## config.mk

```make
export PLATFORM = sky130hd
export DESIGN_NAME = fetchPort
export DESIGN_NICKNAME = d
export VERILOG_FILES = /design/src/memPkg.sv /design/src/fetchPort.sv
export SDC_FILE = /design/constraint.sdc
export NUM_CORES = 1
export LEC_CHECK = 0
export BUFFER_PORTS_ARGS = -buffer_cell sky130_fd_sc_hd__buf_2
export CAP_MARGIN = 20
export CORE_MARGIN = 5
export CORE_UTILIZATION = 44
export CTS_BUF_LIST = sky130_fd_sc_hd__clkbuf_2
export CTS_CLUSTER_DIAMETER = 200
export DETAILED_ROUTE_END_ITERATION = 6
export GPL_TIMING_DRIVEN = 0
export PLACE_DENSITY = 0.86
export RECOVER_POWER = 50
export SKIP_CTS_REPAIR_TIMING = 1
export SLEW_MARGIN = 10
export SYNTH_ARGS = -nofsm -noshare
export SYNTH_HDL_FRONTEND = slang
export SYNTH_SLANG_ARGS = --single-unit
```

## constraint.sdc

```tcl
create_clock -name clk -period 4.5 [get_ports clk]
set_clock_uncertainty 0.2 [all_clocks]
set_input_delay 0 -clock clk [delete_from_list [all_inputs] [get_ports clk]]
set_output_delay 0 -clock clk [all_outputs]
set_load 0.005 [all_outputs]
```

## src/memPkg.sv

```systemverilog
package memPkg;

    localparam int nickWidth = 4; // load-store buffer tag width.

    typedef enum logic {
        memLoad,
        memStore
    } memOp;

    // access length, 1, 2 or 4 bytes.
    typedef enum logic [1:0] {
        lenByte,
        lenHalf,
        lenWord
    } memLen;

    typedef struct packed {
        memOp        op;
        memLen       len;
        logic [31:0] addr;
        logic [31:0] data; // store data, low bytes first.
    } memReq;

    typedef struct packed {
        memReq                request;
        logic [nickWidth-1:0] nick;
    } lsuReq;

    typedef struct packed {
        logic [31:0]          data;
        logic [nickWidth-1:0] nick;
    } lsuResp;

    typedef enum logic [1:0] {
        ctrlIdle,
        ctrlData,   // byte-serial access for the data port.
        ctrlFetch,  // byte-serial access for the fetch port.
        ctrlFinish  // last ram read of a load.
    } ctrlState;

endpackage

```

## src/fetchPort.sv

```systemverilog
`timescale 1ns/1ps

module fetchPort (
    input  logic          clk,
    input  logic          rst,
    input  logic          rdy,

    input  logic          fetchValid,
    input  logic [31:0]   fetchPc,
    output logic          fetchReady,
    output logic          fetchDone,
    output logic [31:0]   fetchInstr,

    output logic          memEn,
    output memPkg::memReq memRequest,
    input  logic          memWait,
    input  logic          memDone,
    input  logic [31:0]   memData
);

    logic [31:0] pc;
    logic        occupied;
    logic        served;
    logic        accept;

    assign accept     = fetchValid && fetchReady;
    assign fetchReady = !occupied;
    assign memEn      = occupied && !served && !memDone && !memWait;

    // every fetch is a word load.
    always_comb begin
        memRequest.op   = memPkg::memLoad;
        memRequest.len  = memPkg::lenWord;
        memRequest.addr = pc;
        memRequest.data = '0;
    end

    always_ff @(posedge clk) begin
        if (rst) begin
            occupied  <= 1'b0;
            served    <= 1'b0;
            fetchDone <= 1'b0;
        end else if (rdy) begin
            fetchDone <= memDone;
            if (accept) begin
                occupied <= 1'b1;
                served   <= 1'b0;
            end else if (fetchDone) begin
                occupied <= 1'b0;
            end
            if (memDone) begin
                served <= 1'b1;
            end
        end
    end

    always_ff @(posedge clk) begin
        if (rdy) begin
            if (accept) begin
                pc <= fetchPc;
            end
            if (memDone) begin
                fetchInstr <= memData;
            end
        end
    end

endmodule

```

### After elaboration in Yosys (flattened, before gate mapping)

Cells that the tools add are included.

| word-level totals | value |
|---|---|
| register bits after elaboration | 67 |
| latch bits | 0 |
| RAM bits | 0 |
| bits in read-only memories | 0 |
| bits of input ports | 70 |
| output and inout bits | 102 |
| word-level logic and storage cells | 23 |
| memories | 0 |

| operators by class | value |
|---|---|
| add/sub/neg operators | 0 |
| $mul | 0 |
| divide/modulo/power cells | 0 |
| order comparisons | 0 |
| eq/ne operators | 0 |
| shift operators | 0 |
| mux-type cells | 4 |
| bitwise gates (word level) | 0 |
| reductions and logical operators | 14 |

Operators with widths:

| kind | count |
|---|---|
| $reduce_and 2->1 | 4 |
| $logic_and 1x1->1 | 4 |
| $logic_not 1->1 | 4 |
| $mux 1 | 4 |
| $reduce_bool 2->1 | 2 |

### Longest topological paths before layout

| depth | value |
|---|---|
| word-level depth | 4 |
| mapped depth | 2 |
| depth with buffers taken out | 2 |

### Worst setup path after synthesis

Ideal clock, no wire load.

| timing path | value |
|---|---|
| path type | reg2reg |
| start point | reg occupied |
| end point | reg pc[0], enable pin |
| library setup time | 394 ps |
| arrival | 1236 ps |
| slack | 2670 ps |
| stages on the path, launching flop included | 2 |
| buffers on the path | 0 |
| cells stage by stage | dfxtp_1 and3b_1 |

| on the way | value |
|---|---|
| longest elaborated chain between the ends | 3 |

RTL lines:

| item | line | RTL |
|---|---|---|
| from (decl) | fetchPort.sv:22 | `logic occupied;` |
| from (signal assigned) | fetchPort.sv:40 | `occupied <= 1'b0;` |
| from (signal assigned) | fetchPort.sv:46 | `occupied <= 1'b1;` |
| from (signal assigned) | fetchPort.sv:49 | `occupied <= 1'b0;` |
| $logic_not 1->1 | fetchPort.sv:27 | `assign fetchReady = !occupied;` |
| $logic_and 1x1->1 | fetchPort.sv:26 | `assign accept = fetchValid && fetchReady;` |
| $reduce_and 2->1 (no line) | - |  |
| to (signal assigned) | fetchPort.sv:60 | `pc <= fetchPc;` |
| to (decl) | fetchPort.sv:21 | `logic [31:0] pc;` |

No other way between the ends.
A chain may end at the register's enable or synchronous reset.

### Final worst setup path

| timing path | value |
|---|---|
| start point | reg occupied |
| end point | reg pc[13], enable pin |

The elaborated chain is that of the path after synthesis.

==> summary.txt <==
Cells and area
  – Most frequent standard cell in the layout excluding fill and tap cells: sky130_fd_sc_hd__buf_2
  – Post-route non-filler standard cell count: 460
  – Area of all placed cells without fillers: 4230 um^2
  – P&R area growth vs syn: 81.6%
  – Commonest cells after routing, fill and taps aside: sky130_fd_sc_hd__buf_2, sky130_fd_sc_hd__dlygate4sd3_1, sky130_fd_sc_hd__edfxtp_1
  – Filler cell count: 317
  – Share of post-route cells with drive strength above 1: 0.423
  – Final Net Count: 455
  – Antenna diode count: 0

CTS
  – Clock root buffer: sky130_fd_sc_hd__clkbuf_2
  – H-Tree Level Count: 3
  – Clock tree buffer depth: 2
  – Clock latency on the worst-skew pair: 0.46 ns
  – Total clock buffers created by CTS: 9
  – CTS tree: yes
  – Clock-pin slew on the worst setup and hold paths: 0.16 ns
  – Clk sinks: 67

Drt
  – Pre-antenna DRT Iters: 4
  – Number of vias per cell: 4.23
  – Via count: 1947
  – # DRC: 0
  – Initial DRC count: 75
  – Post-DR wirelength/cell: 16.9 um
  – Antenna-violating nets left: 0
  – Final Routed Wirelength: 7760 um

Setup path
  – Slowest stage delay, CP: 0.74 ns
  – Cell type group with the largest total delay on the critical path: simple AND/OR/NAND/NOR gates
  – Category of the most critical setup path: reg2reg
  – Peak fanout along the critical path: 33
  – Signal arrival time at the worst endpoint: 1.57 ns
  – Required time reported for the critical path endpoint: 4.41 ns
  – Worst Setup Start Kind: register
  – Endpoint type of the worst setup path: register
  – Path depth of the worst reg2reg path: 1
  – Number of buffers and inverters on the critical path: 0
  – Critical path depth in cells: 1
  – Library cell contributing the largest single delay on the critical path: sky130_fd_sc_hd__and3b_2
  – Ordered list of cells on the worst path: and3b_2

STA
  – Post-route clock period utilization: 0.369
  – Final worst path period need: 1.66 ns
  – Number of pins exceeding their max-slew limit in the final report: 0
  – Relative max-transition margin: 0.506
  – Worst Hold Margin: 0.0263 ns
  – Fin Setup TNS: 0 ns
  – Final setup viols: 0
  – FMAX: 602 MHz
  – Pin slew with the least headroom to its limit: 0.741 ns
  – Final critical-path setup slack: 2.84 ns
  – Setup repair after global routing missed its margin: false
  – Count of endpoints failing hold in the final timing report: 0

Floorplan
  – Count of standard-cell rows: 26
  – Total Die Area: 6850 um^2
  – Horizontal extent of the die: 82.7 um
  – Area of the core: 5140 um^2
  – Number of I/O pins: 172
  – Initial core utilization: 0.453
  – Die height: 82.7 um

Hold path
  – Hold-critical path depth: 3
  – Hold Path Class: in2out

Synthesis
  – Count of state elements after synthesis: 67
  – Cell variety after synth: 12
  – Avg Cell Area, Syn: 20.2 um^2
  – Mapped Cells: 115
  – Netlist Area Pre-Place: 2330 um^2
  – Synthesis warning total: 0
  – Sequential fraction of the synthesis area: 0.851

Power
  – Worst supply voltage drop on vdd: 0.000204 V
  – PwrDens: 308 nW/um^2
  – Static Leak: 1.89 nW

Placed design
  – Pre-CTS WS: 2.82 ns
  – Port buffer count: 136
  – Final Wtd Congestion: 0.707
  – Placed instance area: 3220 um^2
  – Number of cells after detailed placement: 354
  – Detail Placement HPWL: 4140 um

Flow run
  – Max Cap Viol: 0

GRT
  – Initial antenna violation count: 0
  – Global-route wire length before repair: 6820 um
  – Remaining global-route overflow: 0
  – Maximum number of pins on one net before global-route repair: 34
  – Aggregate global-route resource usage: 0.144
  – Number of global-route vias before repair: 1438

Outcome
  – Result of the run: finished clean
final timing paths:
path | startpoint | to | slack [ns]
max reg2reg | occupied$_SDFFE_PP0P_ | pc[13]$_DFFE_PP_ | 2.84
min | memWait | memEn | 0.03
min reg2reg | served$_SDFFE_PP0P_ | served$_SDFFE_PP0P_ | 0.32
max | occupied$_SDFFE_PP0P_ | pc[13]$_DFFE_PP_ | 2.84
area by class of cell:
cell class              instances  area (um^2)  area share
clock inverters                 6         80.1      0.0189
clock buffers                  10         50.0      0.0118
well taps                      70         87.6      0.0207
plain buffers                  35          263      0.0621
flip-flops and latches         67         1980       0.469
repair buffers                226         1560       0.368
inverters                       2         7.51     0.00178
multi-input cells              44          201      0.0476
stage by stage:
| step | util | total power [W] |
|---|---|---|
| after floorplan | - | 0.000791 |
| after global placement | 0.627 | 0.000851 |
| after detailed placement | 0.627 | 0.000857 |
| after CTS | 0.652 | 0.00123 |
| after global routing | 0.823 | 0.00136 |
| final | 0.823 | 0.00130 |
synth_stat cells, drive strengths merged:
| cell type | n | area [um^2] |
|---|---|---|
| nand2 | 1 | 3.75 |
| a21oi | 2 | 10.0 |
| and3b | 1 | 8.76 |
| dfxtp | 3 | 60.1 |
| nor4 | 1 | 12.5 |
| buf | 35 | 263 |
| conb | 2 | 7.51 |
| edfxtp | 64 | 1920 |
| inv | 2 | 7.51 |
| nand2b | 2 | 12.5 |
| a311oi | 1 | 8.76 |
| o22ai | 1 | 12.5 |
registers in the layout (all words and copies together), names as in the netlist:
| register | flops |
|---|---|
| occupied | 1 |
| served | 1 |
| fetchInstr | 32 |
| pc | 32 |
| fetchDone | 1 |
per-layer routing:
metal,global-route usage,wire (um),up-vias
met4,0.0931,136,0
met1,0.131,2500,930
met2,0.268,4590,110
met5,0,0,-
met3,0.0477,538,13
li1,-,-,894
where the power goes:
part / internal, W / leakage [nW] / switching [W]
sequential: 0.000722 / 0.623 / 0.0000116
combinational: 0.000111 / 1.19 / 0.0000700
clock: 0.000182 / 0.0770 / 0.000207
total: 0.00102 / 1.89 / 0.000288
logic make-up (layout without fill, tap and decap cells):
| family | count (synthesis) | in the layout | share of synthesized area |
|---|---|---|---|
| AOI/OAI and AO/OA | 4 | 4 | 0.0134 |
| buffers and inverters | 37 | 279 | 0.116 |
| DFF | 67 | 67 | 0.851 |
| other | 2 | 35 | 0.00323 |
| and+or+nand+nor | 5 | 5 | 0.0161 |
No activity file was read; power rests on OpenSTA's default activity.
