**config.mk**
```make
export PLATFORM = sky130hd
export DESIGN_NAME = dataPort
export DESIGN_NICKNAME = d
export VERILOG_FILES = /design/src/memPkg.sv /design/src/dataPort.sv
export SDC_FILE = /design/constraint.sdc
export NUM_CORES = 1
export LEC_CHECK = 0
export ABC_AREA = 1
export ABC_CLOCK_PERIOD_IN_PS = 3600
export BUFFER_PORTS_ARGS = -buffer_cell sky130_fd_sc_hd__buf_2
export CORE_AREA = 10 10 103 114
export DETAILED_ROUTE_END_ITERATION = 7
export DIE_AREA = 0 0 113 124
export HOLD_SLACK_MARGIN = 0.1
export PLACE_DENSITY = 0.84
export SLEW_MARGIN = 40
export SYNTH_ARGS = -nofsm -noshare
export SYNTH_HDL_FRONTEND = slang
export SYNTH_SLANG_ARGS = --single-unit
```
**constraint.sdc**
```tcl
create_clock -name clk -period 3.6 [get_ports clk]
set_input_delay 1.08 -clock clk [delete_from_list [all_inputs] [get_ports clk]]
set_output_delay 1.08 -clock clk [all_outputs]
set_load 0.05 [all_outputs]
```
**src/memPkg.sv**
```systemverilog
package memPkg;

    localparam int nickWidth = 4; // load-store buffer tag width.

    typedef enum logic {
        memLoad,
        memStore
    } memOp;

    // access length, 1, 2 or 4 bytes.
    typedef enum logic [1:0] {
        lenByte,
        lenHalf,
        lenWord
    } memLen;

    typedef struct packed {
        memOp        op;
        memLen       len;
        logic [31:0] addr;
        logic [31:0] data; // store data, low bytes first.
    } memReq;

    typedef struct packed {
        memReq                request;
        logic [nickWidth-1:0] nick;
    } lsuReq;

    typedef struct packed {
        logic [31:0]          data;
        logic [nickWidth-1:0] nick;
    } lsuResp;

    typedef enum logic [1:0] {
        ctrlIdle,
        ctrlData,   // byte-serial access for the data port.
        ctrlFetch,  // byte-serial access for the fetch port.
        ctrlFinish  // last ram read of a load.
    } ctrlState;

endpackage

```
**src/dataPort.sv**
```systemverilog
`timescale 1ns/1ps

module dataPort (
    input  logic               clk,
    input  logic               rst,
    input  logic               rdy,

    input  logic               lsuValid,
    input  memPkg::lsuReq      req,
    output logic               lsuReady,
    output logic               lsuDone,
    output memPkg::lsuResp     resp,

    output logic               memEn,
    output memPkg::memReq      memRequest,
    input  logic               memWait,
    input  logic               memDone,
    input  logic [31:0]        memData
);

    memPkg::lsuReq entry;
    logic          occupied;
    logic          served;
    logic          accept;

    assign accept     = lsuValid && lsuReady;
    assign lsuReady   = !occupied;
    assign memRequest = entry.request;

    // request the controller until it has answered; drop while it is busy.
    assign memEn = occupied && !served && !memDone && !memWait;

    always_ff @(posedge clk) begin
        if (rst) begin
            occupied <= 1'b0;
            served   <= 1'b0;
            lsuDone  <= 1'b0;
        end else if (rdy) begin
            lsuDone <= memDone;
            if (accept) begin
                occupied <= 1'b1;
                served   <= 1'b0;
            end else if (lsuDone) begin
                occupied <= 1'b0; // free one cycle after the response.
            end
            if (memDone) begin
                served <= 1'b1;
            end
        end
    end

    always_ff @(posedge clk) begin
        if (rdy) begin
            if (accept) begin
                entry <= req;
            end
            if (memDone) begin
                resp.nick <= entry.nick;
                if (entry.request.op == memPkg::memStore) begin
                    resp.data <= '0; // stores carry no data back.
                end else begin
                    resp.data <= memData;
                end
            end
        end
    end

endmodule

```
Yosys cells after proc, flatten, opt, wreduce, memory -nomap -nowiden
Cells that the tools add are included.
{ "word_totals": {"ff_bits": 110, "in_bits": 109, "output_inout_bits": 106, "wordCells": 28} }
{ "classes": {"n_mux": 4, "reduce_logical": 14} }
{ "op_table": {"columns": ["cell", "n"], "rows": [
  ["AND reduction 2 bit", 4],
  ["logical AND 1 bit", 4],
  ["zero test 1 bit", 4],
  ["two-way mux 1 bit", 4],
  ["nonzero test 2 bit", 2]
]} }

Longest topological paths before layout
Gate-level depths: netlist (run 1).
{ "depth": {"ltp_word": 4, "ltp_mapped": 4} }

Worst setup path after synthesis (run 1)
No wires, ideal clock.
{ "synth_timing": {"path_type": "input port to output port", "startpoint": "input port memDone", "endpoint": "output port memEn", "arrival_ns": 2.040, "t_required_ns": 2.520, "path_slack_ns": 0.480, "cell_stages": 1, "path_buffers": 0, "path_cell_list": "nor4_2"} }
{ "synth_between": {"elab_chain_cells": 3} }
{ "synth_lines": {"columns": ["element", "line_no", "text"], "rows": [
  ["start: declaration", "dataPort.sv:17", "input logic memDone,"],
  ["zero test 1 bit", "dataPort.sv:31", "assign memEn = occupied && !served && !memDone && !memWait;"],
  ["logical AND 1 bit (2 in series)", "dataPort.sv:31", null],
  ["end: declaration", "dataPort.sv:14", "output logic memEn,"]
]} }
Every way passes these cells.

Final worst setup path (run 1)
Same ends and word-level chain as after synthesis.

==> results by stage, run 1 <==
Synthesis:
- Ranked by total cell area, the synthesized netlist is headed by sky130_fd_sc_hd__edfxtp_1 78%, sky130_fd_sc_hd__buf_4 12%, sky130_fd_sc_hd__inv_1 3.2%.
- The synthesized net count is 367.
- Synthesis instantiated 13 different standard cells from the library.
- The share of the Yosys chip area taken by registers is 0.793.
- The combinational family with the most area after synthesis is buffers and inverters.
- Of all cell types, the one taking the most synthesized area is sky130_fd_sc_hd__edfxtp_1.
- The simple-gate share of the synthesized area is 0.0397.
- The mean instance size in the synthesized netlist is 16.0 sq um.
- Of the total synthesized cell area, the portion taken by full adders, half adders and majority gates is 0.
- The area fraction in compound gates after synthesis is 0.00455.
- The mux cell area share after synthesis is 0.
- The number of warnings reported in the yosys synthesis log is 0.
- After synthesis the netlist holds a flip-flop and latch count of 110.
- The top cell type's share of synthesized area is 0.778.
- Summing every instance area after synthesis gives just over 4000 sq um.
- The area share of xor/xnor cells in the synthesized design is 0.
- The cell count after synthesis is 258.

Timing:
- For the final routed database, the setup TNS stands at 0 ns.
- The count of endpoints failing hold in the final timing report came to 0.
- Across all setup checks in the final design, the least slack found is roughly 0.8 ns.
- Clock skew on the completed layout was measured at 0.00832 ns.
- For the pin with the worst max-slew slack, the measured transition is 0.610 ns.
- Setup repair after global routing left no endpoint under its margin.
- The routed design could run at a clock period as short as roughly 2.8 ns.
- Derived from the worst setup path, the maximum achievable clock frequency is 355 MHz.
- The number of setup violations in the final report is 0.
- Headroom to the max-slew limit came out at 0.593.
- The final period utilization is 0.783.
- The number of max-slew violations in the final report is 0.

Power and ir drop:
- The power share of the clock group is 0.312.
- The worst-case IR drop observed on VDD is 0.303 mV.
- Dividing total power by cell area gives a power density of 522 nW/um^2.
- For this design the total switching power over the nets is 0.640 mW.
- Summing internal, switching and leakage power gives around 2.6 mW.
- The cell-internal power is ~2 mW.
- In this run the static leakage power is around 2.3 nW.
- The proportion of total power due to net switching is 0.242.
- The portion of total power attributed to sequential cells is 0.559.
- The share of total power dissipated in combinational logic is 0.129.

Detailed routing:
- In this run the remaining antenna-violating nets after routing total 0.
- The detailed-router iteration count before antenna repair is 4.
- Wires add up to 9440 microns.
- The average routed wire per standard cell is 17.5 microns.
- The number of design-rule violations left by the first detailed-router iteration is 103.
- The number of DRC violations after detailed routing is 0.
- The number of vias in the routed layout is 2276.
- The per-cell via count in the routed design is roughly 4.2.

Placed design:
- The HPWL reported at the end of detailed placement is 7720 microns.
- The instance count after placement with tap cells included is 522.
- The cell area after placement is between 4000 and 5000 sq um.
- The final weighted congestion in routability-driven placement is a little under 0.8.
- At the placement stage, the worst setup path has a slack of a little under 0.8 ns.
- The count of buffers added on input and output ports is roughly 210.

Die:
- The die covers 14000 sq um.
- Pin placement for this block handled 215 I/O pins.
- The total area inside the core boundary comes to 9310 sq um.
- The floorplan die width is roughly 110 microns.
- For this configuration, the core starts out at a cell density of 0.444.
- The die outline height is 124 microns.
- The floorplan has 37 rows.

Worst setup path:
- The endpoint class of the critical path is a primary output.
- For the worst setup path, the data required time is around 2.5 ns.
- The start-to-end type of the worst setup path is input port to primary output.
- The maximum net fanout on the critical path is 2.
- The kind of start point of the critical path is an input port.
- STA puts the critical path data arrival time at around 1.7 ns.
- In this run the register-to-register setup slack is 1.99 ns.

Clock tree:
- The number of buffers added by the clock tree synthesis step is 9.
- The number of buffers inserted by post-CTS setup repair is 0.
- Counting along the longest clock path gives a buffer depth of 2.
- The H-tree was split into 3 levels.
- The root buffer cell is sky130_fd_sc_hd__clkbuf_8.
- CTS saw between 100 and 150 sinks.
- After clock tree synthesis, the flow added hold-fix buffers numbering 0.
- The clock tree from TritonCTS is done.
- Clock-pin slew was measured on the worst setup and hold paths at roughly 0.09 ns.
- The insertion delay to the later sink of the worst-skew pair is 0.36 ns.
- After clock tree synthesis, the repair step resized 0 gates.

Global route:
- The met2 layer usage reported by global route is 0.212.
- For met3 alone, demand over resource in global routing was 0.0832.
- The total global routing track utilization is 0.128.
- The total grt overflow is 0.
- The wire length of the first global-routing pass is 13600 microns.
- The initial antenna violation count is 1.
- The layer with the highest usage is met2.
- The number of global-route vias before repair came to 2510.
- For this run, global-route usage on met1 was measured as 0.122.
- Entering global routing, the biggest net connects between 40 and 50 pins.

Layout:
- Compared with the post-synthesis result, the final layout area differs by 22.9%.
- The non-filler instance count after layout is 538.
- The filler cell count in the final layout is 794.
- The proportion of layout cells with a drive suffix above 1 is 0.562.
- The final instance area is 5070 sq um.
- The total number of nets in the final design is 525.

Job:
- Across the run, the number of max-cap violations was 0.

Outcome:
- The run finished with clean final reports.

Min path:
- The path category of the worst min-delay check is flip-flop to flip-flop.
final cells by class:
type | count | area, sq um | share of cell area
diodes | 1 | 2.50 | 0.000493
clock buffers | 10 | 128 | 0.0252
inverters | 36 | 135 | 0.0266
repair buffers | 217 | 1110 | 0.218
clock inverters | 5 | 98.8 | 0.0195
well taps | 117 | 146 | 0.0289
flip-flops and latches | 110 | 3270 | 0.645
multi-input cells | 42 | 183 | 0.0360
state kept, by name, indices dropped and copies added (netlist names):
name / count
occupied: 1
served: 1
memRequest: 67
entry: 4
lsuDone: 1
resp: 36
cell families (layout without fill, tap and decap cells):
family / after synthesis / count (layout)
AO/OA/AOI/OAI: 3 / 3
buffers and inverters: 106 / 268
flip-flops: 110 / 110
other: 0 / 1
AND/OR/NAND/NOR: 39 / 39
through the flow:
stage | hold WS [ns] | util
2_1_floorplan | 0.400 | -
3_3_place_gp | 0.405 | 0.521
3_5_place_dp | 0.405 | 0.521
4_1_cts | 0.428 | 0.545
5_1_grt | 0.431 | 0.545
6_report | 0.428 | 0.545
routing by layer:
layer	share of wire	vias up	routed length (microns)
li1	-	1102	-
met1	0.34	1026	3240
met2	0.49	136	4620
met3	0.15	12	1400
met4	0.019	0	181
met5	0	-	0
synthesized netlist by cell type:
cell and count:
sky130_fd_sc_hd__inv_2 1, sky130_fd_sc_hd__a21oi_2 1, sky130_fd_sc_hd__nor2_1 32, sky130_fd_sc_hd__nand2_2 1, sky130_fd_sc_hd__nand3_2 1, sky130_fd_sc_hd__buf_6 3, sky130_fd_sc_hd__nand2_1 4, sky130_fd_sc_hd__edfxtp_1 107
sky130_fd_sc_hd__a21oi_1 2, sky130_fd_sc_hd__nor4_2 1, sky130_fd_sc_hd__buf_4 67, sky130_fd_sc_hd__dfxtp_1 3, sky130_fd_sc_hd__inv_1 35
placed cells by master, fill, tap and decap left out:
master                        n
sky130_fd_sc_hd__buf_2      214
sky130_fd_sc_hd__edfxtp_1   107
sky130_fd_sc_hd__inv_1       34
sky130_fd_sc_hd__nor2_1      32
sky130_fd_sc_hd__clkbuf_8     9
sky130_fd_sc_hd__nand2_1      4
sky130_fd_sc_hd__bufinv_16    3
sky130_fd_sc_hd__dfxtp_1      3
sky130_fd_sc_hd__inv_2        2
sky130_fd_sc_hd__a21oi_1      2
sky130_fd_sc_hd__buf_4        2
sky130_fd_sc_hd__diode_2      1
sky130_fd_sc_hd__nor4_2       1
sky130_fd_sc_hd__nand2_2      1
sky130_fd_sc_hd__nand3_2      1
sky130_fd_sc_hd__a21oi_2      1
sky130_fd_sc_hd__clkinv_1     1
sky130_fd_sc_hd__clkbuf_1     1
sky130_fd_sc_hd__clkinv_2     1
sky130_fd_sc_hd__buf_12       1
power by group through the flow:
| stage | clock (mW) | sequential, mW | combinational [mW] |
|---|---|---|---|
| floorplan | 0 | 1.57 | 0.201 |
| global placement | 0 | 1.51 | 0.339 |
| detailed placement | 0 | 1.51 | 0.348 |
| CTS | 0.850 | 1.48 | 0.348 |
| global route | 0.911 | 1.49 | 0.363 |
| finish | 0.825 | 1.48 | 0.342 |
worst paths after layout:
| kind | to | depth (start not counted) | startpoint |
|---|---|---|---|
| worst min register to register | resp[2] | 0 | entry[2] |
| worst max register to register | memRequest[8] | 4 | occupied |
| worst max-delay path | memEn | 3 | memDone |
| worst min-delay path | resp[2] | 0 | entry[2] |
worst max-delay path, stage by stage:
cell and delay, ns:
sky130_fd_sc_hd__buf_2 0.12, sky130_fd_sc_hd__nor4_2 0.23, sky130_fd_sc_hd__buf_2 0.30
No activity file was read; power rests on OpenSTA's default activity.
==> inputs of run 2 (changes only) <==
--- a/config.mk
+++ b/config.mk
@@ -6,13 +6,13 @@
 export NUM_CORES = 1
 export LEC_CHECK = 0
 export ABC_AREA = 1
-export ABC_CLOCK_PERIOD_IN_PS = 3600
+export ABC_CLOCK_PERIOD_IN_PS = 2420
 export BUFFER_PORTS_ARGS = -buffer_cell sky130_fd_sc_hd__buf_2
-export CORE_AREA = 10 10 103 114
+export CORE_AREA = 10 10 107 119
 export DETAILED_ROUTE_END_ITERATION = 7
-export DIE_AREA = 0 0 113 124
+export DIE_AREA = 0 0 117 129
 export HOLD_SLACK_MARGIN = 0.1
-export PLACE_DENSITY = 0.84
+export PLACE_DENSITY = 0.81
 export SLEW_MARGIN = 40
 export SYNTH_ARGS = -nofsm -noshare
 export SYNTH_HDL_FRONTEND = slang
==> constraint.sdc (replaced) <==
create_clock -name clk -period 2.42 [get_ports clk]
set_input_delay 0.726 -clock clk [delete_from_list [all_inputs] [get_ports clk]]
set_output_delay 0.726 -clock clk [all_outputs]
set_load 0.05 [all_outputs]
==> results by stage, run 2 (synthesized netlist as in run 1, its figures left out) <==
Timing:
- The worst hold slack is around 0.42 ns.
- The tightest slew margin relative to the limit is 0.662.
- The final total negative setup slack is 0 ns.
- The worst path meets setup with 0.280 ns of slack.
- The worst-margin pin slew is 0.506 ns.
- The count of endpoints failing hold in the final timing report was 0.
- The number of max-slew violations in the final report is 0.
- Setup repair after global routing left no endpoint under its margin.
- The final period utilization is 0.884.
- Setup violations remaining at the end of the flow were counted as 0.
- Counting I/O delays and the setup requirement, the final critical path takes ~2.1 ns.
- For the final database, setup skew stands at 0.00426 ns.
- Based on the critical path, the design can be clocked at up to about 470 MHz.

Global route:
- Across every metal layer, demand over resource in global routing totals 0.117.
- In this run the most used layer during global routing was met2.
- Entering global routing, the biggest net connects between 40 and 50 pins.
- For this run, global-route usage on met2 was measured as 0.190.
- The first global-routing pass estimated 13200 microns of wire.
- For met1 alone, demand over resource in global routing was 0.112.
- Global routing finished with a remaining overflow of 0.
- The initial antenna violation count is 2.
- The number of global-route vias before repair is 2482.
- The global-route track usage on met3 is 0.0832.

Worst setup path:
- The startpoint of the most critical register-to-register path is occupied.
- The slack of the worst reg-to-reg path is 1.01 ns.
- Data on the critical path is required at its endpoint by roughly 1.7 ns.
- The endpoint class of the critical path is a primary output.
- The worst setup path is of the input port to primary output kind.
- The kind of start point of the critical path is an input port.
- The worst flop-to-flop path endpoint is memRequest[10].
- The number of cells on the worst reg-to-reg path is 4.
- In this run the worst path has a maximum fanout of 2.
- The arrival time at the worst endpoint is 1.41 ns.

Outcome:
- The flow ran to the end, and the final reports show no timing, DRC or antenna violations.

Placed design:
- The cell area after placement is just under 5000 sq um.
- Summed over all nets, the half-perimeter wirelength after detailed placement is 7580 microns.
- Prior to clock tree synthesis, the placed netlist has a worst setup slack of 0.271 ns.
- The final weighted congestion in routability-driven placement is 0.753.
- The instance count after placement with tap cells included is 529.
- The count of buffers added on input and output ports is 214.

Clock tree:
- The clock passes through at most 2 buffers.
- Gates resized during post-CTS repair numbered 0.
- The number of H-tree levels is 3.
- The root buffer cell is sky130_fd_sc_hd__clkbuf_16.
- The number of buffers inserted by post-CTS setup repair is 0.
- Clock latency on the worst-skew pair, taken at its later pin, is 0.34 ns.
- The number of clock sinks seen by CTS is 110.
- Clock-pin slew was measured on the worst setup and hold paths at 0.07 ns.
- Buffers inserted during clock tree synthesis total 9.
- The clock tree from TritonCTS is done.
- In this run, post-CTS hold repair placed 0 buffers.

Power and ir drop:
- The total power of the final layout is 4.03 mW.
- The largest vdd supply drop is about 0.35 mV.
- For this design the total switching power over the nets is 1.03 mW.
- The cell-internal power is 3.00 mW.
- The total power density per cell area is 787 nW/um^2.
- The share of total power dissipated in sequential elements is 0.548.
- The power share of the clock group is 0.327.
- The proportion of total power due to net switching is 0.255.
- In this run the static leakage power is 2.29 nW.
- The proportion of power drawn by combinational gates is 0.125.

Detailed routing:
- The detailed-route wire length is 9330 microns.
- After detailed routing, the number of remaining DRC violations is 0.
- The remaining number of nets flagged by the antenna check after routing is 0.
- Summing over every cut layer, the via total after detailed routing is 2346.
- The average routed wire per standard cell is 17.1 microns.
- The detailed-router iteration count before antenna repair is 4.
- The per-cell via count in the routed design is 4.30.
- The detailed router finished its first iteration with 126 violations.

Die:
- The floorplan die width is 117 microns.
- For this configuration, the core starts out at a cell density of 0.403.
- The core outline area is 10200 sq um.
- Pin placement for this block handled 215 I/O pins.
- The number of placement rows is 39.
- The die outline height is about 130 microns.
- The floorplan step defined a die boundary enclosing 15100 sq um.

Layout:
- The final design utilization is 0.499.
- The library cells used most frequently in the layout, excluding fill and tap cells, are 214 x sky130_fd_sc_hd__buf_2, 107 x sky130_fd_sc_hd__edfxtp_1, 34 x sky130_fd_sc_hd__inv_1.
- The proportion of layout cells with a drive suffix above 1 is 0.562.
- The leading cell type in the layout, fill and taps excluded is sky130_fd_sc_hd__buf_2.
- Across the whole layout, storage elements account for 3270 sq um.
- The multi-input combinational cells in the finished layout cover a total of 183 sq um.
- The filler cells instantiated in the layout total 858.
- The finished cells cover slightly above 5000 sq um.
- The non-filler instance count after layout is between 500 and 600.
- The area growth from synthesis to layout is 24.0%.
- The total number of nets in the final design is 526.
- The flip-flop count of the largest register, all copies and words added is 67.

Job:
- The number of maximum-capacitance constraint violations is 0.

Min path:
- The tightest min-delay check is of the flip-flop to flip-flop type.
- Counting instances, the worst hold path has a depth of 0.
- The startpoint identified for the worst hold timing path is entry[3].
- The hold-critical path endpoint is resp[3].
run 2: cell types whose count changed in the layout (fill, tap and decap cells not counted):
cell,change
sky130_fd_sc_hd__clkbuf_16,+9
sky130_fd_sc_hd__clkbuf_8,-9
sky130_fd_sc_hd__bufinv_16,-3
sky130_fd_sc_hd__clkinvlp_4,+3
sky130_fd_sc_hd__buf_4,+2
sky130_fd_sc_hd__clkinv_1,+2
sky130_fd_sc_hd__buf_12,-1
sky130_fd_sc_hd__clkbuf_1,-1
sky130_fd_sc_hd__inv_2,-1
sky130_fd_sc_hd__inv_6,+1
run 2: metal layers:
layer	share of wire	vias to the layer above
met2	0.46	160
met5	0.0019	-
li1	-	1108
met4	0.016	2
met3	0.19	12
met1	0.34	1064
run 2: final cells by class:
| class | count | share of cell area |
|---|---|---|
| well taps | 123 | 0.0301 |
| inverters | 36 | 0.0271 |
| clock inverters | 7 | 0.00782 |
| diodes | 1 | 0.000489 |
| clock buffers | 9 | 0.0440 |
| flip-flops and latches | 110 | 0.640 |
| repair buffers | 218 | 0.215 |
| multi-input cells | 42 | 0.0357 |
run 2: power by group through the flow:
stage          clock [mW]  sequential [mW]  combinational (mW)
3_5_place_dp            0             2.25               0.512
5_1_grt              1.43             2.21               0.536
4_1_cts              1.36             2.21               0.512
2_1_floorplan           0             2.34               0.300
3_3_place_gp            0             2.25               0.503
6_report             1.32             2.21               0.505
run 2: worst max-delay path by stage:
stage | end | depth (start not counted) | from | slack (ns)
floorplan | memEn | 1 | memDone | 0.008
global placement | memEn | 3 | memDone | 0.33
detailed placement | memEn | 3 | memDone | 0.27
CTS | memEn | 3 | memDone | 0.27
global route | memEn | 3 | memDone | 0.27
finish | memEn | 3 | memDone | 0.28
run 2: worst max-delay path, cell delays in order:
cell and delay, ns:
sky130_fd_sc_hd__buf_2 0.12, sky130_fd_sc_hd__nor4_2 0.26, sky130_fd_sc_hd__buf_2 0.31
