File: src/memPkg.sv
package memPkg;

    localparam int nickWidth = 4; // load-store buffer tag width.

    typedef enum logic {
        memLoad,
        memStore
    } memOp;

    // access length, 1, 2 or 4 bytes.
    typedef enum logic [1:0] {
        lenByte,
        lenHalf,
        lenWord
    } memLen;

    typedef struct packed {
        memOp        op;
        memLen       len;
        logic [31:0] addr;
        logic [31:0] data; // store data, low bytes first.
    } memReq;

    typedef struct packed {
        memReq                request;
        logic [nickWidth-1:0] nick;
    } lsuReq;

    typedef struct packed {
        logic [31:0]          data;
        logic [nickWidth-1:0] nick;
    } lsuResp;

    typedef enum logic [1:0] {
        ctrlIdle,
        ctrlData,   // byte-serial access for the data port.
        ctrlFetch,  // byte-serial access for the fetch port.
        ctrlFinish  // last ram read of a load.
    } ctrlState;

endpackage

File: src/memCtrl.sv
`timescale 1ns/1ps

module memCtrl #(
    parameter int ramAddrBits = 10
) (
    input  logic                   clk,
    input  logic                   rst,
    input  logic                   rdy,

    input  logic                   dataEn,
    input  memPkg::memReq          dataReq,
    output logic                   dataWait,
    output logic                   dataDone,
    output logic [31:0]            dataRdata,

    input  logic                   fetchEn,
    input  memPkg::memReq          fetchReq,
    output logic                   fetchWait,
    output logic                   fetchDone,
    output logic [31:0]            fetchRdata,

    output logic [ramAddrBits-1:0] ramAddr,
    output logic                   ramWe,
    output logic [7:0]             ramWdata,
    input  logic [7:0]             ramRdata
);

    memPkg::ctrlState       state;
    memPkg::memReq          cur;
    logic                   lastFetch; // port served last, also the current owner.
    logic [1:0]             cnt;
    logic [1:0]             lastCnt;
    logic                   busy;
    logic                   grantData;
    logic                   grantFetch;
    logic                   capture;
    logic [1:0]             lane;
    logic [31:0]            loadBuf;
    logic [31:0]            loadWord;
    logic [31:0]            rdataReg;
    logic [ramAddrBits-1:0] byteAddr;
    logic [ramAddrBits-1:0] heldAddr;

    assign busy      = (state == memPkg::ctrlData) || (state == memPkg::ctrlFetch);
    assign dataWait  = state != memPkg::ctrlIdle;
    assign fetchWait = state != memPkg::ctrlIdle;

    // round robin when both ask.
    assign grantFetch = fetchEn && (!dataEn || !lastFetch);
    assign grantData  = dataEn && !grantFetch;

    always_comb begin
        case (cur.len)
            memPkg::lenByte: lastCnt = 2'd0;
            memPkg::lenHalf: lastCnt = 2'd1;
            default:         lastCnt = 2'd3;
        endcase
    end

    assign byteAddr = cur.addr[ramAddrBits-1:0] + ramAddrBits'(cnt);

    // while frozen keep the last address so the pending read byte survives.
    assign ramAddr  = rdy ? byteAddr : heldAddr;
    assign ramWe    = rdy && busy && (cur.op == memPkg::memStore);
    assign ramWdata = cur.data[{cnt, 3'b000} +: 8];

    // read data trails the address by one cycle.
    assign capture = (busy && cur.op == memPkg::memLoad && cnt != 2'd0)
                     || (state == memPkg::ctrlFinish);
    assign lane    = (state == memPkg::ctrlFinish) ? cnt : cnt - 2'd1;

    always_comb begin
        loadWord = loadBuf;
        loadWord[{lane, 3'b000} +: 8] = ramRdata;
    end

    assign dataRdata  = rdataReg;
    assign fetchRdata = rdataReg;

    always_ff @(posedge clk) begin
        if (rst) begin
            state     <= memPkg::ctrlIdle;
            lastFetch <= 1'b0;
            cnt       <= 2'd0;
            dataDone  <= 1'b0;
            fetchDone <= 1'b0;
        end else if (rdy) begin
            dataDone  <= 1'b0;
            fetchDone <= 1'b0;
            case (state)
                memPkg::ctrlIdle: begin
                    cnt <= 2'd0;
                    if (grantFetch) begin
                        state     <= memPkg::ctrlFetch;
                        lastFetch <= 1'b1;
                    end else if (grantData) begin
                        state     <= memPkg::ctrlData;
                        lastFetch <= 1'b0;
                    end
                end
                memPkg::ctrlData, memPkg::ctrlFetch: begin
                    if (cnt != lastCnt) begin
                        cnt <= cnt + 2'd1;
                    end else if (cur.op == memPkg::memStore) begin
                        state     <= memPkg::ctrlIdle; // last byte written.
                        dataDone  <= !lastFetch;
                        fetchDone <= lastFetch;
                    end else begin
                        state <= memPkg::ctrlFinish;
                    end
                end
                memPkg::ctrlFinish: begin
                    state     <= memPkg::ctrlIdle;
                    dataDone  <= !lastFetch;
                    fetchDone <= lastFetch;
                end
                default: state <= memPkg::ctrlIdle;
            endcase
        end
    end

    always_ff @(posedge clk) begin
        if (rdy) begin
            heldAddr <= byteAddr;
            if (state == memPkg::ctrlIdle && (grantFetch || grantData)) begin
                cur     <= grantFetch ? fetchReq : dataReq;
                loadBuf <= '0; // upper bytes stay zero for short loads.
            end else if (capture) begin
                loadBuf <= loadWord;
            end
            if (state == memPkg::ctrlFinish) begin
                rdataReg <= loadWord;
            end
        end
    end

endmodule

File: config.mk
export PLATFORM = sky130hd
export DESIGN_NAME = memCtrl
export DESIGN_NICKNAME = d
export VERILOG_FILES = /design/src/memPkg.sv /design/src/memCtrl.sv
export SDC_FILE = /design/constraint.sdc
export NUM_CORES = 1
export LEC_CHECK = 0
export ABC_AREA = 1
export BUFFER_PORTS_ARGS = -buffer_cell sky130_fd_sc_hd__buf_2
export CAP_MARGIN = 20
export CORE_MARGIN = 2
export CORE_UTILIZATION = 49
export DETAILED_ROUTE_END_ITERATION = 16
export GPL_TIMING_DRIVEN = 0
export PLACE_DENSITY_LB_ADDON = 0.2
export REMOVE_ABC_BUFFERS = 1
export SYNTH_ARGS = -nofsm -noshare
export SYNTH_HDL_FRONTEND = slang
export SYNTH_SLANG_ARGS = --single-unit
File: constraint.sdc
create_clock -name clk -period 4.8 [get_ports clk]
set_clock_uncertainty 0.05 [all_clocks]
set_input_delay 0.24 -clock clk [delete_from_list [all_inputs] [get_ports clk]]
set_output_delay 0.24 -clock clk [all_outputs]
set_load 0.02 [all_outputs]
* Yosys cells after proc, flatten, opt, wreduce, memory -nomap -nowiden *
Cells that the tools add are included.

word-level totals
  input port bits = 147
  register bits = 126

cells by class
  bitwise gates (word level) = 1
  add/sub/neg operators = 4
  reductions and logical operators = 28
  shift operators = 3
  eq/ne operators = 8
  mux-type cells = 21

operators by type and width
  operator                number
  $mux 67                 1
  $bwmux 32               1
  $mux 32                 1
  $shift 8x7->32 const A  1
  $shiftx 32x6->8         1
  $shiftx 8x7->32         1
  $mux 2                  6
  $add 10x2->10           1
  $mux 10                 1
  $reduce_bool 2->1       5
  $reduce_and 3->1        3
  $pmux 2 s2              2
  $logic_and 1x1->1       7
  $neg 5->7               1
  $mux 1                  6
  $pmux 2 s3              1
  $reduce_and 2->1        3
  $eq 2x1->1 const B      2
  $eq 2x2->1 const B      2
  $logic_not 2->1         2
  $logic_or 1x1->1        4
  $ne 2x2->1 const B      2
  $pmux 1 s2              2
  $logic_not 1->1         3
  other kinds (6)         6

* Depth between registers and ports, before layout *
Gate-level depths: netlist (run 1).

  word-level depth = 9
  gate-level depth with buffers = 14

* Least setup slack after synthesis (run 1) *
Ideal clock, no wire load.

  kind = register to register
  start = register cnt[0]
  end = register loadBuf[0] (enable)
  path buffers = 3
  cell stages (with the launch flop) = 8
  required time = 4,309 ps
  setup time = 441 ps
  arrival time = 2,854 ps
  setup slack = 1,456 ps
  path through = dfxtp_1 buf_6 inv_1 clkbuf_1 buf_2 ha_1 nand3b_1 a31oi_1

on the way
  cells in the longest elaborated chain, start to end = 5

ends and longest elaborated chain
  what                         line            text
  start, declared              memCtrl.sv:31   logic [1:0] cnt;
  start signal, assigned       memCtrl.sv:103  cnt <= cnt + 2'd1;
  $reduce_bool 2->1            memCtrl.sv:68   assign capture = (busy && cur.op == memPkg::memLoad && cnt != 2'd0)
  $logic_and 1x1->1            memCtrl.sv:68
  $logic_or 1x1->1             memCtrl.sv:69   || (state == memPkg::ctrlFinish);
  $reduce_bool 2->1 (no line)  --
  $reduce_and 2->1 (no line)   --
  end signal, assigned         memCtrl.sv:129  loadBuf <= loadWord;
  end, declared                memCtrl.sv:38   logic [31:0] loadBuf;

No other way between the ends.
A chain may end at the register's enable or synchronous reset.

* Worst setup path after layout (run 1) *
  start = register lastFetch
  end = register loadBuf[17], data pin

on the way
  cells in the longest elaborated chain, start to end = 7

ends and longest elaborated chain
  what                    line            text
  start, declared         memCtrl.sv:30   logic lastFetch;
  start signal, assigned  memCtrl.sv:83   lastFetch <= 1'b0;
  start signal, assigned  memCtrl.sv:95   lastFetch <= 1'b1;
  start signal, assigned  memCtrl.sv:98   lastFetch <= 1'b0;
  $logic_not 1->1 (*)     memCtrl.sv:49   assign grantFetch = fetchEn && (!dataEn || !lastFetch);
  $logic_or 1x1->1 (*)    memCtrl.sv:49
  $logic_and 1x1->1 (*)   memCtrl.sv:49
  $logic_not 1->1         memCtrl.sv:50   assign grantData = dataEn && !grantFetch;
  $logic_and 1x1->1       memCtrl.sv:50
  $logic_or 1x1->1 (*)    memCtrl.sv:125  if (state == memPkg::ctrlIdle && (grantFetch || grantData)) begin
  $logic_and 1x1->1 (*)   memCtrl.sv:125

Every way passes the cells marked *; elsewhere a longest branch is shown, timed or not.

==> out/results.tsv, run 1 <==
stage	metric	value	unit
synthesis	postSynthAreaPerCell	9.26	um2
setup_path	worstPathBufferInverterCount	3	
timing	final_min_period_over_clock_period	80.8	%
timing	finalHoldViolCount	0	
setup_path	r2r_start	lastFetch$_SDFFE_PP0P_	
global_route	global_route.usage.total	20.6	%
die	die_width	116	um
global_route	first_global_vias	4469	
die	die_span_y	116	um
cts	clockBufferDepth	2	
setup_path	worst-path-max-fanout	32	
setup_path	worstSetupEndpointType	flop	
detailed_routing	dr.pass1.iters	4	
global_route	grt_util_met1	25.6	%
cts	clock_tree.root_cell	sky130_fd_sc_hd__clkbuf_16	
finish	n_antenna_cell	0	
detailed_routing	drcViolationCount	0	
die	number_of_top_level_design_ports	234	
cts	clk_pin_slew_worst_paths	0.05	ns
global_route	globalRouteOverflowTotal	0	
synthesis	synth.cell_area	6090	um2
synthesis	yosys_register_bits	126	
global_route	maximum_number_of_pins_on_one_net_before_global_route_repair	33	
setup_path	reg2reg_to	loadBuf[17]$_SDFFCE_PP0P_	
synthesis	synth.cells.most_frequent	sky130_fd_sc_hd__nand2_1 (249), sky130_fd_sc_hd__edfxtp_1 (109), sky130_fd_sc_hd__inv_1 (52)	
setup_path	timing.critical_path.from	lastFetch$_SDFFE_PP0P_	
setup_path	crit_path_end	loadBuf[17]$_SDFFCE_PP0P_	
finish	post-route-util	62.9	%
finish	syn2layout_area_growth	24.4	%
synthesis	number_of_synthesized_flops_with_an_enable_pin	109	
timing	timing.final.setup_violations	0	
cts	tritoncts.num_buffers	17	
power_and_ir_drop	cellPowerDensity	486	nW/um2
finish	layout-drive-gt1-share	27.8	%
place	placedCellCount	965	
cts	insertion_delay	0.41	ns
cts	cts_max_level	4	
setup_path	worst-setup-path-type	reg -> reg	
timing	setup_total_negative_slack	0	ns
setup_path	rrSetupSlack	0.92	ns
cts	post_cts_resize_count	0	
setup_path	worst_path_dominant_cell_family	buffers and inverters	
die	core.rowCount	40	
synthesis	synth_top_area_cell	sky130_fd_sc_hd__edfxtp_1	
synthesis	synth_cell_type_count	31	
timing	max_slew.worst_pin.slew	1.01	ns
detailed_routing	route.final.wire_length	13100	um
place	placement.io_buffers	189	
synthesis	synth_sequential_area_ratio	59.3	%
setup_path	crit_path_cell_trace	nand2_1 > nand2_1 > inv_1 > buf_16 > o21ai_0 > inv_1 > a21oi_1	
synthesis	synth_ff_type	sky130_fd_sc_hd__edfxtp_1	
die	die_area	13300	um2
setup_path	critical-path-max-stage-delay	0.68	ns
setup_path	worst_path_max_delay_cell	sky130_fd_sc_hd__nand2_1	
place	place.detailed.hpwl	9360	um
setup_path	cp.arrival	4.06	ns
setup_path	worst-r2r-cell-count	7	
outcome	run_status	finished, final reports clean	
global_route	groute.layer.met2.usage	34.2	%
detailed_routing	num_vias	4842	
detailed_routing	drt_iter0_markers	264	
detailed_routing	detail_route.vias_per_cell	4.86	
power_and_ir_drop	ir_drop	233	uV
finish	post_route_insts_no_fill	996	
global_route	globalRoute.busiestLayer	met2	
finish	fin_nets	973	
cts	cts_num_sinks	126	
synthesis	yosys.cell_count.top_type	sky130_fd_sc_hd__nand2_1	
synthesis	yosys.area.top_type_share	53.7	%
timing	rsz0062_at_grt	false	
detailed_routing	ant_nets	0	
cts	cts_tree	yes	
synthesis	post_synth_inst_count	658	
setup_path	crit_required	4.98	ns
timing	max_clock_freq	0.258	GHz
global_route	global_route_wire_length_before_repair	21000	um
die	core-area	12100	um2
flow_run	max-cap-violations	0	
global_route	antenna_found_initial	0	
detailed_routing	avgRoutedWirePerCell	13.1	um
synthesis	synth_area_leaders	sky130_fd_sc_hd__edfxtp_1 (54%), sky130_fd_sc_hd__nand2_1 (15%), sky130_fd_sc_hd__dfxtp_1 (5.6%)	
synthesis	warnings_synthesis	0	
synthesis	synthArstFlopShare	0	%
place	gp_routability_congestion	0.809	
setup_path	cp-start-kind	flop	
die	floorplan.initialDensity	50.5	%
timing	max_slew_margin	32.8	%
timing	finalCriticalPeriod	3.88	ns
min_path	hp-class	in -> reg	
timing	slew_viol_final	0	
power_and_ir_drop	leakage	3.57	nW
setup_path	path_depth	7	
global_route	grt_use_met3	4.65	%
==> worst min-delay path by stage <==
stage / startpoint / to / cells past startpoint
4_1_cts: fetchReq[2] / cur[2]$_DFFE_PP_ / 3
6_report: fetchReq[30] / cur[30]$_DFFE_PP_ / 3
3_3_place_gp: heldAddr[0]$_DFF_P_ / heldAddr[0]$_DFF_P_ / 2
5_1_grt: fetchReq[40] / cur[40]$_DFFE_PP_ / 3
2_1_floorplan: rst / dataDone$_SDFFE_PP0P_ / 1
3_5_place_dp: heldAddr[0]$_DFF_P_ / heldAddr[0]$_DFF_P_ / 2
==> layer usage <==
layer / share of wire, % / routed length, um
met3: 7.9 / 1030
met5: 0 / 0
met1: 42 / 5530
met4: 2.0 / 265
met2: 48 / 6250
==> stage by stage <==
stage	worst slack (ns)	power [mW]	hold WS, ns	area (um2)
floorplan	0.122	2.19	0.259	5740
global placement	-1.35	2.47	0.375	6900
detailed placement	0.811	2.53	0.382	7040
CTS	0.805	3.70	0.0315	7580
global route	0.485	3.90	0.0396	7580
finish	0.920	3.69	0.0405	7580
==> area by class of cell <==
type / instances / area, um2
tap: 168 / 210
inverter: 58 / 218
multi-input combinational: 419 / 1930
sequential: 126 / 3610
clock inverter: 11 / 101
timing repair buffer: 195 / 1070
fill: 1002 / 4480
clock buffer: 19 / 433
==> registers in the layout, indices dropped and copies added (netlist names) <==
register,cells
cur,45
dataRdata,32
loadBuf,32
heldAddr,10
cnt,2
state,2
dataDone,1
fetchDone,1
lastFetch,1
==> kinds of logic (layout without fill, tap and decap cells) <==
family	count (synthesis)	after routing	synth area share [%]
xor gates and xnor gates	4	4	0.883
and+or+nand+nor	327	327	21.6
AOI/OAI and AO/OA	79	79	6.92
adders and majority gates	9	9	1.97
DFF	126	126	59.3
buffers and inverters	113	283	9.34
==> timing repair <==
action / 4_1_cts / 5_1_grt
buffers inserted: 0 / 0
hold endpoints to repair: 3 / 0
hold buffers: 1 / 0
==> power breakdown <==
group / internal [mW] / switching (mW) / leakage (nW)
registers: 1.44 / 0.0696 / 1.17
logic: 0.323 / 0.682 / 2.14
clock network: 0.743 / 0.427 / 0.260
total: 2.51 / 1.18 / 3.57
==> worst min-delay path, delay by kind of cell <==
kind | cells | cell delay (ns)
buffers and inverters | 1 | 0.08
and+or+nand+nor | 2 | 0.08
==> cell usage in the layout (no fill, tap or decap), types with 17 or more instances in the layout <==
cell,instances
sky130_fd_sc_hd__a21oi_1,28
sky130_fd_sc_hd__buf_2,189
sky130_fd_sc_hd__clkbuf_16,17
sky130_fd_sc_hd__dfxtp_1,17
sky130_fd_sc_hd__edfxtp_1,109
sky130_fd_sc_hd__inv_1,52
sky130_fd_sc_hd__nand2_1,249
sky130_fd_sc_hd__nand3_1,24
sky130_fd_sc_hd__nor2_1,40
sky130_fd_sc_hd__o21ai_0,32
(Power assumes the default switching activity.)
==> inputs of run 2 (changes only) <==
- clock period: 4.8 -> 3.6 ns (I/O delays scaled with it)
==> out/results.tsv, run 2 (synthesis gave the netlist of run 1 again) <==
stage	metric	value	unit
detailed_routing	num_vias	5175	
die	number_of_top_level_design_ports	234	
die	core-area	12100	um2
finish	regMostFlops	cur	
cts	cts_tree	yes	
die	die_span_y	116	um
timing	final_min_period_over_clock_period	90.1	%
finish	post_route_insts_no_fill	1057	
cts	postCtsSetupRepairBufs	0	
cts	clock_tree.root_cell	sky130_fd_sc_hd__clkbuf_16	
timing	finalCriticalPeriod	3.25	ns
power_and_ir_drop	power.total	5.01	mW
timing	finalHoldViolCount	0	
setup_path	worst_path_dominant_cell_family	buffers and inverters	
global_route	global_route_wire_length_before_repair	22600	um
detailed_routing	avgRoutedWirePerCell	13.6	um
setup_path	critical-path-max-stage-delay	0.61	ns
setup_path	cp_common_cell	sky130_fd_sc_hd__ha_1	
finish	fin_nets	1034	
finish	largest_register_ffs	45	
finish	layout-drive-gt1-share	26.7	%
place	placedCellCount	965	
cts	insertion_delay	0.41	ns
timing	max_slew.worst_pin.slew	0.702	ns
setup_path	worstSetupEndpointType	flop	
setup_path	crit_path_cell_trace	inv_1 > ha_1 > nand2_1 > o21ai_2 > inv_2 > ha_1 > clkinv_1 > nor3_4 > nand3_1 > a21oi_1	
setup_path	cp.arrival	3.45	ns
detailed_routing	drt_iter0_markers	263	
detailed_routing	dr.pass1.iters	5	
power_and_ir_drop	leakage	3.83	nW
timing	max_slew_margin	53.2	%
die	die_width	116	um
timing	final.hold.worst_slack	0.00581	ns
place	gp_routability_congestion	0.809	
global_route	globalRouteOverflowTotal	0	
power_and_ir_drop	cellPowerDensity	610	nW/um2
setup_path	worstPathBufferInverterCount	3	
setup_path	crit_required	3.80	ns
setup_path	cp-start-kind	flop	
flow_run	max-cap-violations	0	
place	place.detailed.hpwl	9360	um
outcome	run_status	finished, final reports clean	
setup_path	worst-setup-path-type	reg -> reg	
power_and_ir_drop	ir_drop	321	uV
cts	cts_max_level	4	
min_path	hp-class	in -> reg	
global_route	maximum_number_of_pins_on_one_net_before_global_route_repair	33	
setup_path	worst_path_max_delay_cell	sky130_fd_sc_hd__dfxtp_2	
timing	timing.final.setup_violations	0	
cts	cts_num_sinks	126	
global_route	global_route.usage.total	22.3	%
die	die_area	13300	um2
setup_path	worst-path-max-fanout	20	
timing	slew_viol_final	0	
place	placement.io_buffers	189	
timing	max_clock_freq	0.308	GHz
timing	rsz0062_at_grt	false	
global_route	first_global_vias	4890	
finish	n_antenna_cell	0	
finish	mostFrequentLayoutCells	sky130_fd_sc_hd__nand2_1 (248), sky130_fd_sc_hd__buf_2 (189), sky130_fd_sc_hd__edfxtp_1 (109), sky130_fd_sc_hd__dlygate4sd3_1 (61), sky130_fd_sc_hd__inv_1 (51)	
die	core.rowCount	40	
cts	tritoncts.num_buffers	17	
cts	clk_pin_slew_worst_paths	0.05	ns
finish	layout_commonest_cell	sky130_fd_sc_hd__nand2_1	
detailed_routing	drcViolationCount	0	
cts	clockBufferDepth	2	
finish	nFillCells	933	
global_route	antenna_found_initial	0	
detailed_routing	route.final.wire_length	14300	um
detailed_routing	detail_route.vias_per_cell	4.90	
finish	syn2layout_area_growth	34.7	%
detailed_routing	ant_nets	0	
die	floorplan.initialDensity	50.5	%
[run 2: cell types whose count changed in the layout (fill, tap and decap cells not counted), sizes merged]
cell | previous run | this run
clkinv | 11 | 10
dlygate4sd3 | 1 | 61
inv | 55 | 54
clkinvlp | 1 | 4
[run 2: worst min-delay path: stages]
cell and delay, ns:
sky130_fd_sc_hd__buf_2 0.08, sky130_fd_sc_hd__nand2_1 0.04, sky130_fd_sc_hd__nand2_1 0.06
[run 2: path summary, 6_finish.rpt]
check / from / to / slack (ns) / cells after the start
worst max register to register: cnt[0]$_SDFFE_PP0P_ / loadBuf[21]$_SDFFCE_PP0P_ / 0.35 / 10
worst max-delay path: cnt[0]$_SDFFE_PP0P_ / loadBuf[21]$_SDFFCE_PP0P_ / 0.35 / 10
worst min-delay path: dataReq[36] / cur[36]$_DFFE_PP_ / 0.006 / 3
worst min register to register: heldAddr[8]$_DFF_P_ / heldAddr[8]$_DFF_P_ / 0.39 / 2
[run 2: what timing repair did]
item,CTS,global route
gates cloned,0,1
setup endpoints to repair,65,41
hold endpoints to repair,39,0
gates resized for setup,2,6
hold buffers,61,0
[run 2: report_power, final]
| group | switching [mW] | internal, mW | total, mW |
|---|---|---|---|
| Sequential | 0.0954 | 1.92 | 2.02 |
| Clock | 0.573 | 0.991 | 1.56 |
| Combinational | 0.935 | 0.489 | 1.42 |
[run 2: area by class of cell]
type                    instances  area (um2)  share of cell area, %
clock inverters                11         101                   1.24
repair inverters                1        7.51                 0.0915
inverters                      58         225                   2.74
multi-input cells             419        1940                   23.6
flip-flops and latches        126        3620                   44.1
well taps                     168         210                   2.56
clock buffers                  19         433                   5.28
repair buffers                255        1670                   20.4
[run 2: metrics by stage]
stage | cell area, um2 | setup slack [ns] | setup TNS (ns) | utilization (%)
after CTS | 8190 | 0.0446 | 0 | 67.9
final | 8210 | 0.355 | 0 | 68.0
after global routing | 8210 | 0.0578 | 0 | 68.0
after detailed placement | 7040 | -0.389 | -14.92 | 58.3
after floorplan | 5740 | -1.08 | -73.90 | -
after global placement | 6900 | -2.51 | -203.16 | 57.2
[run 2: layer usage]
layer / wire, um / track usage [%] / up-vias
met3: 968 / 4.65 / 28
met1: 5980 / 26.3 / 2338
met2: 7060 / 38.7 / 230
met5: 0 / 0 / -
met4: 321 / 10.9 / 0
li1: - / - / 2579
==> inputs of run 3 (changes only) <==
- BUFFER_PORTS_ARGS: -buffer_cell sky130_fd_sc_hd__buf_2 -> default
- CORE_UTILIZATION: 49 -> 63
- DONT_BUFFER_PORTS: default -> 1
- PLACE_DENSITY_LB_ADDON: 0.2 -> 0.3
==> out/results.tsv, run 3 (synthesis gave the netlist of run 1 again) <==
stage	metric	value	unit
outcome	run_status	finished, final reports clean	
global_route	globalRouteOverflowTotal	0	
detailed_routing	detail_route.vias_per_cell	5.86	
flow_run	max-cap-violations	0	
setup_path	rrSetupSlack	0.30	ns
timing	finalHoldViolCount	0	
finish	nFillCells	477	
timing	fin_ws	0.299	ns
cts	insertion_delay	0.51	ns
finish	syn2layout_area_growth	27.3	%
cts	clk_pin_slew_worst_paths	0.06	ns
cts	postCtsSetupRepairBufs	0	
setup_path	cp-start-kind	flop	
finish	fin_nets	884	
place	place.detailed.hpwl	8070	um
timing	max_clock_freq	0.303	GHz
finish	n_antenna_cell	0	
cts	cts_max_level	4	
finish	post-route-util	83.1	%
place	dpl_cell_area	6050	um2
cts	cts_num_sinks	126	
setup_path	worstSetupEndpointType	flop	
timing	rsz0062_at_grt	false	
setup_path	worst-path-max-fanout	34	
setup_path	r2r_start	lastFetch$_SDFFE_PP0P_	
place	placement.io_buffers	0	
timing	final.hold.worst_slack	0.0352	ns
setup_path	timing.critical_path.from	lastFetch$_SDFFE_PP0P_	
min_path	hp-class	in -> reg	
detailed_routing	num_vias	5094	
setup_path	crit_path_end	loadBuf[21]$_SDFFCE_PP0P_	
setup_path	worst-r2r-cell-count	7	
timing	setup_total_negative_slack	0	ns
cts	clock_tree.root_cell	sky130_fd_sc_hd__clkbuf_8	
finish	mostFrequentLayoutCells	sky130_fd_sc_hd__nand2_1 (249), sky130_fd_sc_hd__edfxtp_1 (109), sky130_fd_sc_hd__dlygate4sd3_1 (101), sky130_fd_sc_hd__inv_1 (52), sky130_fd_sc_hd__nor2_1 (40)	
finish	layout_commonest_cell	sky130_fd_sc_hd__nand2_1	
power_and_ir_drop	ir_drop	493	uV
die	die_span_y	102	um
timing	finalCriticalPeriod	3.30	ns
detailed_routing	avgRoutedWirePerCell	18.6	um
finish	layout-drive-gt1-share	6.88	%
detailed_routing	drt_iter0_markers	401	
die	core-area	9330	um2
setup_path	reg2reg_to	loadBuf[21]$_SDFFCE_PP0P_	
detailed_routing	ant_nets	0	
power_and_ir_drop	power.total	5.41	mW
die	die_width	102	um
setup_path	cp.arrival	3.45	ns
power_and_ir_drop	cellPowerDensity	698	nW/um2
cts	tritoncts.num_buffers	17	
setup_path	worst-setup-path-type	reg -> reg	
timing	max_slew.worst_pin.slew	1.00	ns
detailed_routing	drcViolationCount	0	
finish	largest_register_ffs	45	
setup_path	crit_required	3.75	ns
place	gp_routability_congestion	0.810	
finish	finalInstanceArea	7750	um2
die	floorplan.initialDensity	65.3	%
cts	cts_tree	yes	
global_route	maximum_number_of_pins_on_one_net_before_global_route_repair	35	
die	core.rowCount	35	
detailed_routing	route.final.wire_length	16200	um
timing	slew_viol_final	0	
timing	max_slew_margin	33.0	%
global_route	global_route.usage.total	32.0	%
cts	clockBufferDepth	2	
power_and_ir_drop	leakage	3.33	nW
place	placedCellCount	737	
finish	post_route_insts_no_fill	870	
die	die_area	10500	um2
global_route	first_global_vias	5143	
finish	regMostFlops	cur	
timing	timing.final.setup_violations	0	
global_route	antenna_found_initial	0	
global_route	global_route_wire_length_before_repair	25100	um
place	placement.setup.worst_slack	-0.0229	ns
die	number_of_top_level_design_ports	234	
detailed_routing	dr.pass1.iters	8	
timing	final_min_period_over_clock_period	91.7	%
run 3: cell types whose count changed in the layout (fill, tap and decap cells not counted), sizes merged:
cell | before | now
clkbuf | 19 | 18
dlygate4sd3 | 61 | 101
clkinvlp | 4 | 1
clkinv | 10 | 7
buf | 194 | 5
inv | 54 | 57
bufinv | 2 | 7
run 3: how the worst min path moves through the flow:
| stage | from | end | slack [ns] | depth (start not counted) |
|---|---|---|---|---|
| after global placement | rst | dataDone$_SDFFE_PP0P_ | 0.20 | 1 |
| final | ramRdata[0] | dataRdata[24]$_DFFE_PP_ | 0.04 | 4 |
| after global routing | ramRdata[0] | dataRdata[8]$_DFFE_PP_ | 0.02 | 2 |
| after floorplan | rst | dataDone$_SDFFE_PP0P_ | 0.20 | 1 |
| after detailed placement | rst | dataDone$_SDFFE_PP0P_ | 0.20 | 1 |
| after CTS | ramRdata[5] | dataRdata[29]$_DFFE_PP_ | 0.001 | 4 |
run 3: repair_timing:
item,CTS,global route
endpoints found under the hold margin,80,0
pin swaps,0,0
setup endpoints to repair,10,34
hold buffers,101,0
gates resized for setup,2,3
run 3: final cells by class:
class	count	area, um2	share of cell area (%)
clock buffers	18	418	5.39
clock inverters	14	263	3.39
inverters	58	221	2.86
multi-input cells	419	1930	24.9
flip-flops and latches	126	3620	46.6
well taps	129	161	2.08
repair buffers	106	1140	14.7
run 3: report_power, final:
| group | internal [mW] | switching [mW] |
|---|---|---|
| clock network | 1.34 | 0.638 |
| registers | 1.92 | 0.137 |
| logic | 0.432 | 0.938 |
| total | 3.69 | 1.71 |
run 3: critical path, cell delays in order, from the launching register on:
cell                      delay [ns]
sky130_fd_sc_hd__dfxtp_1        0.34
sky130_fd_sc_hd__nand2_1        0.09
sky130_fd_sc_hd__nand2_1        0.35
sky130_fd_sc_hd__buf_16         0.33
sky130_fd_sc_hd__inv_1          0.54
sky130_fd_sc_hd__o21ai_1        0.33
sky130_fd_sc_hd__inv_1          0.81
sky130_fd_sc_hd__a21oi_1        0.13
run 3: layer usage:
layer | track usage, % | vias up | wire, um
met3 | 8.41 | 59 | 1510
met2 | 56.9 | 368 | 8400
li1 | - | 2284 | -
met5 | 0 | - | 0
met4 | 16.5 | 0 | 580
met1 | 35.3 | 2383 | 5710
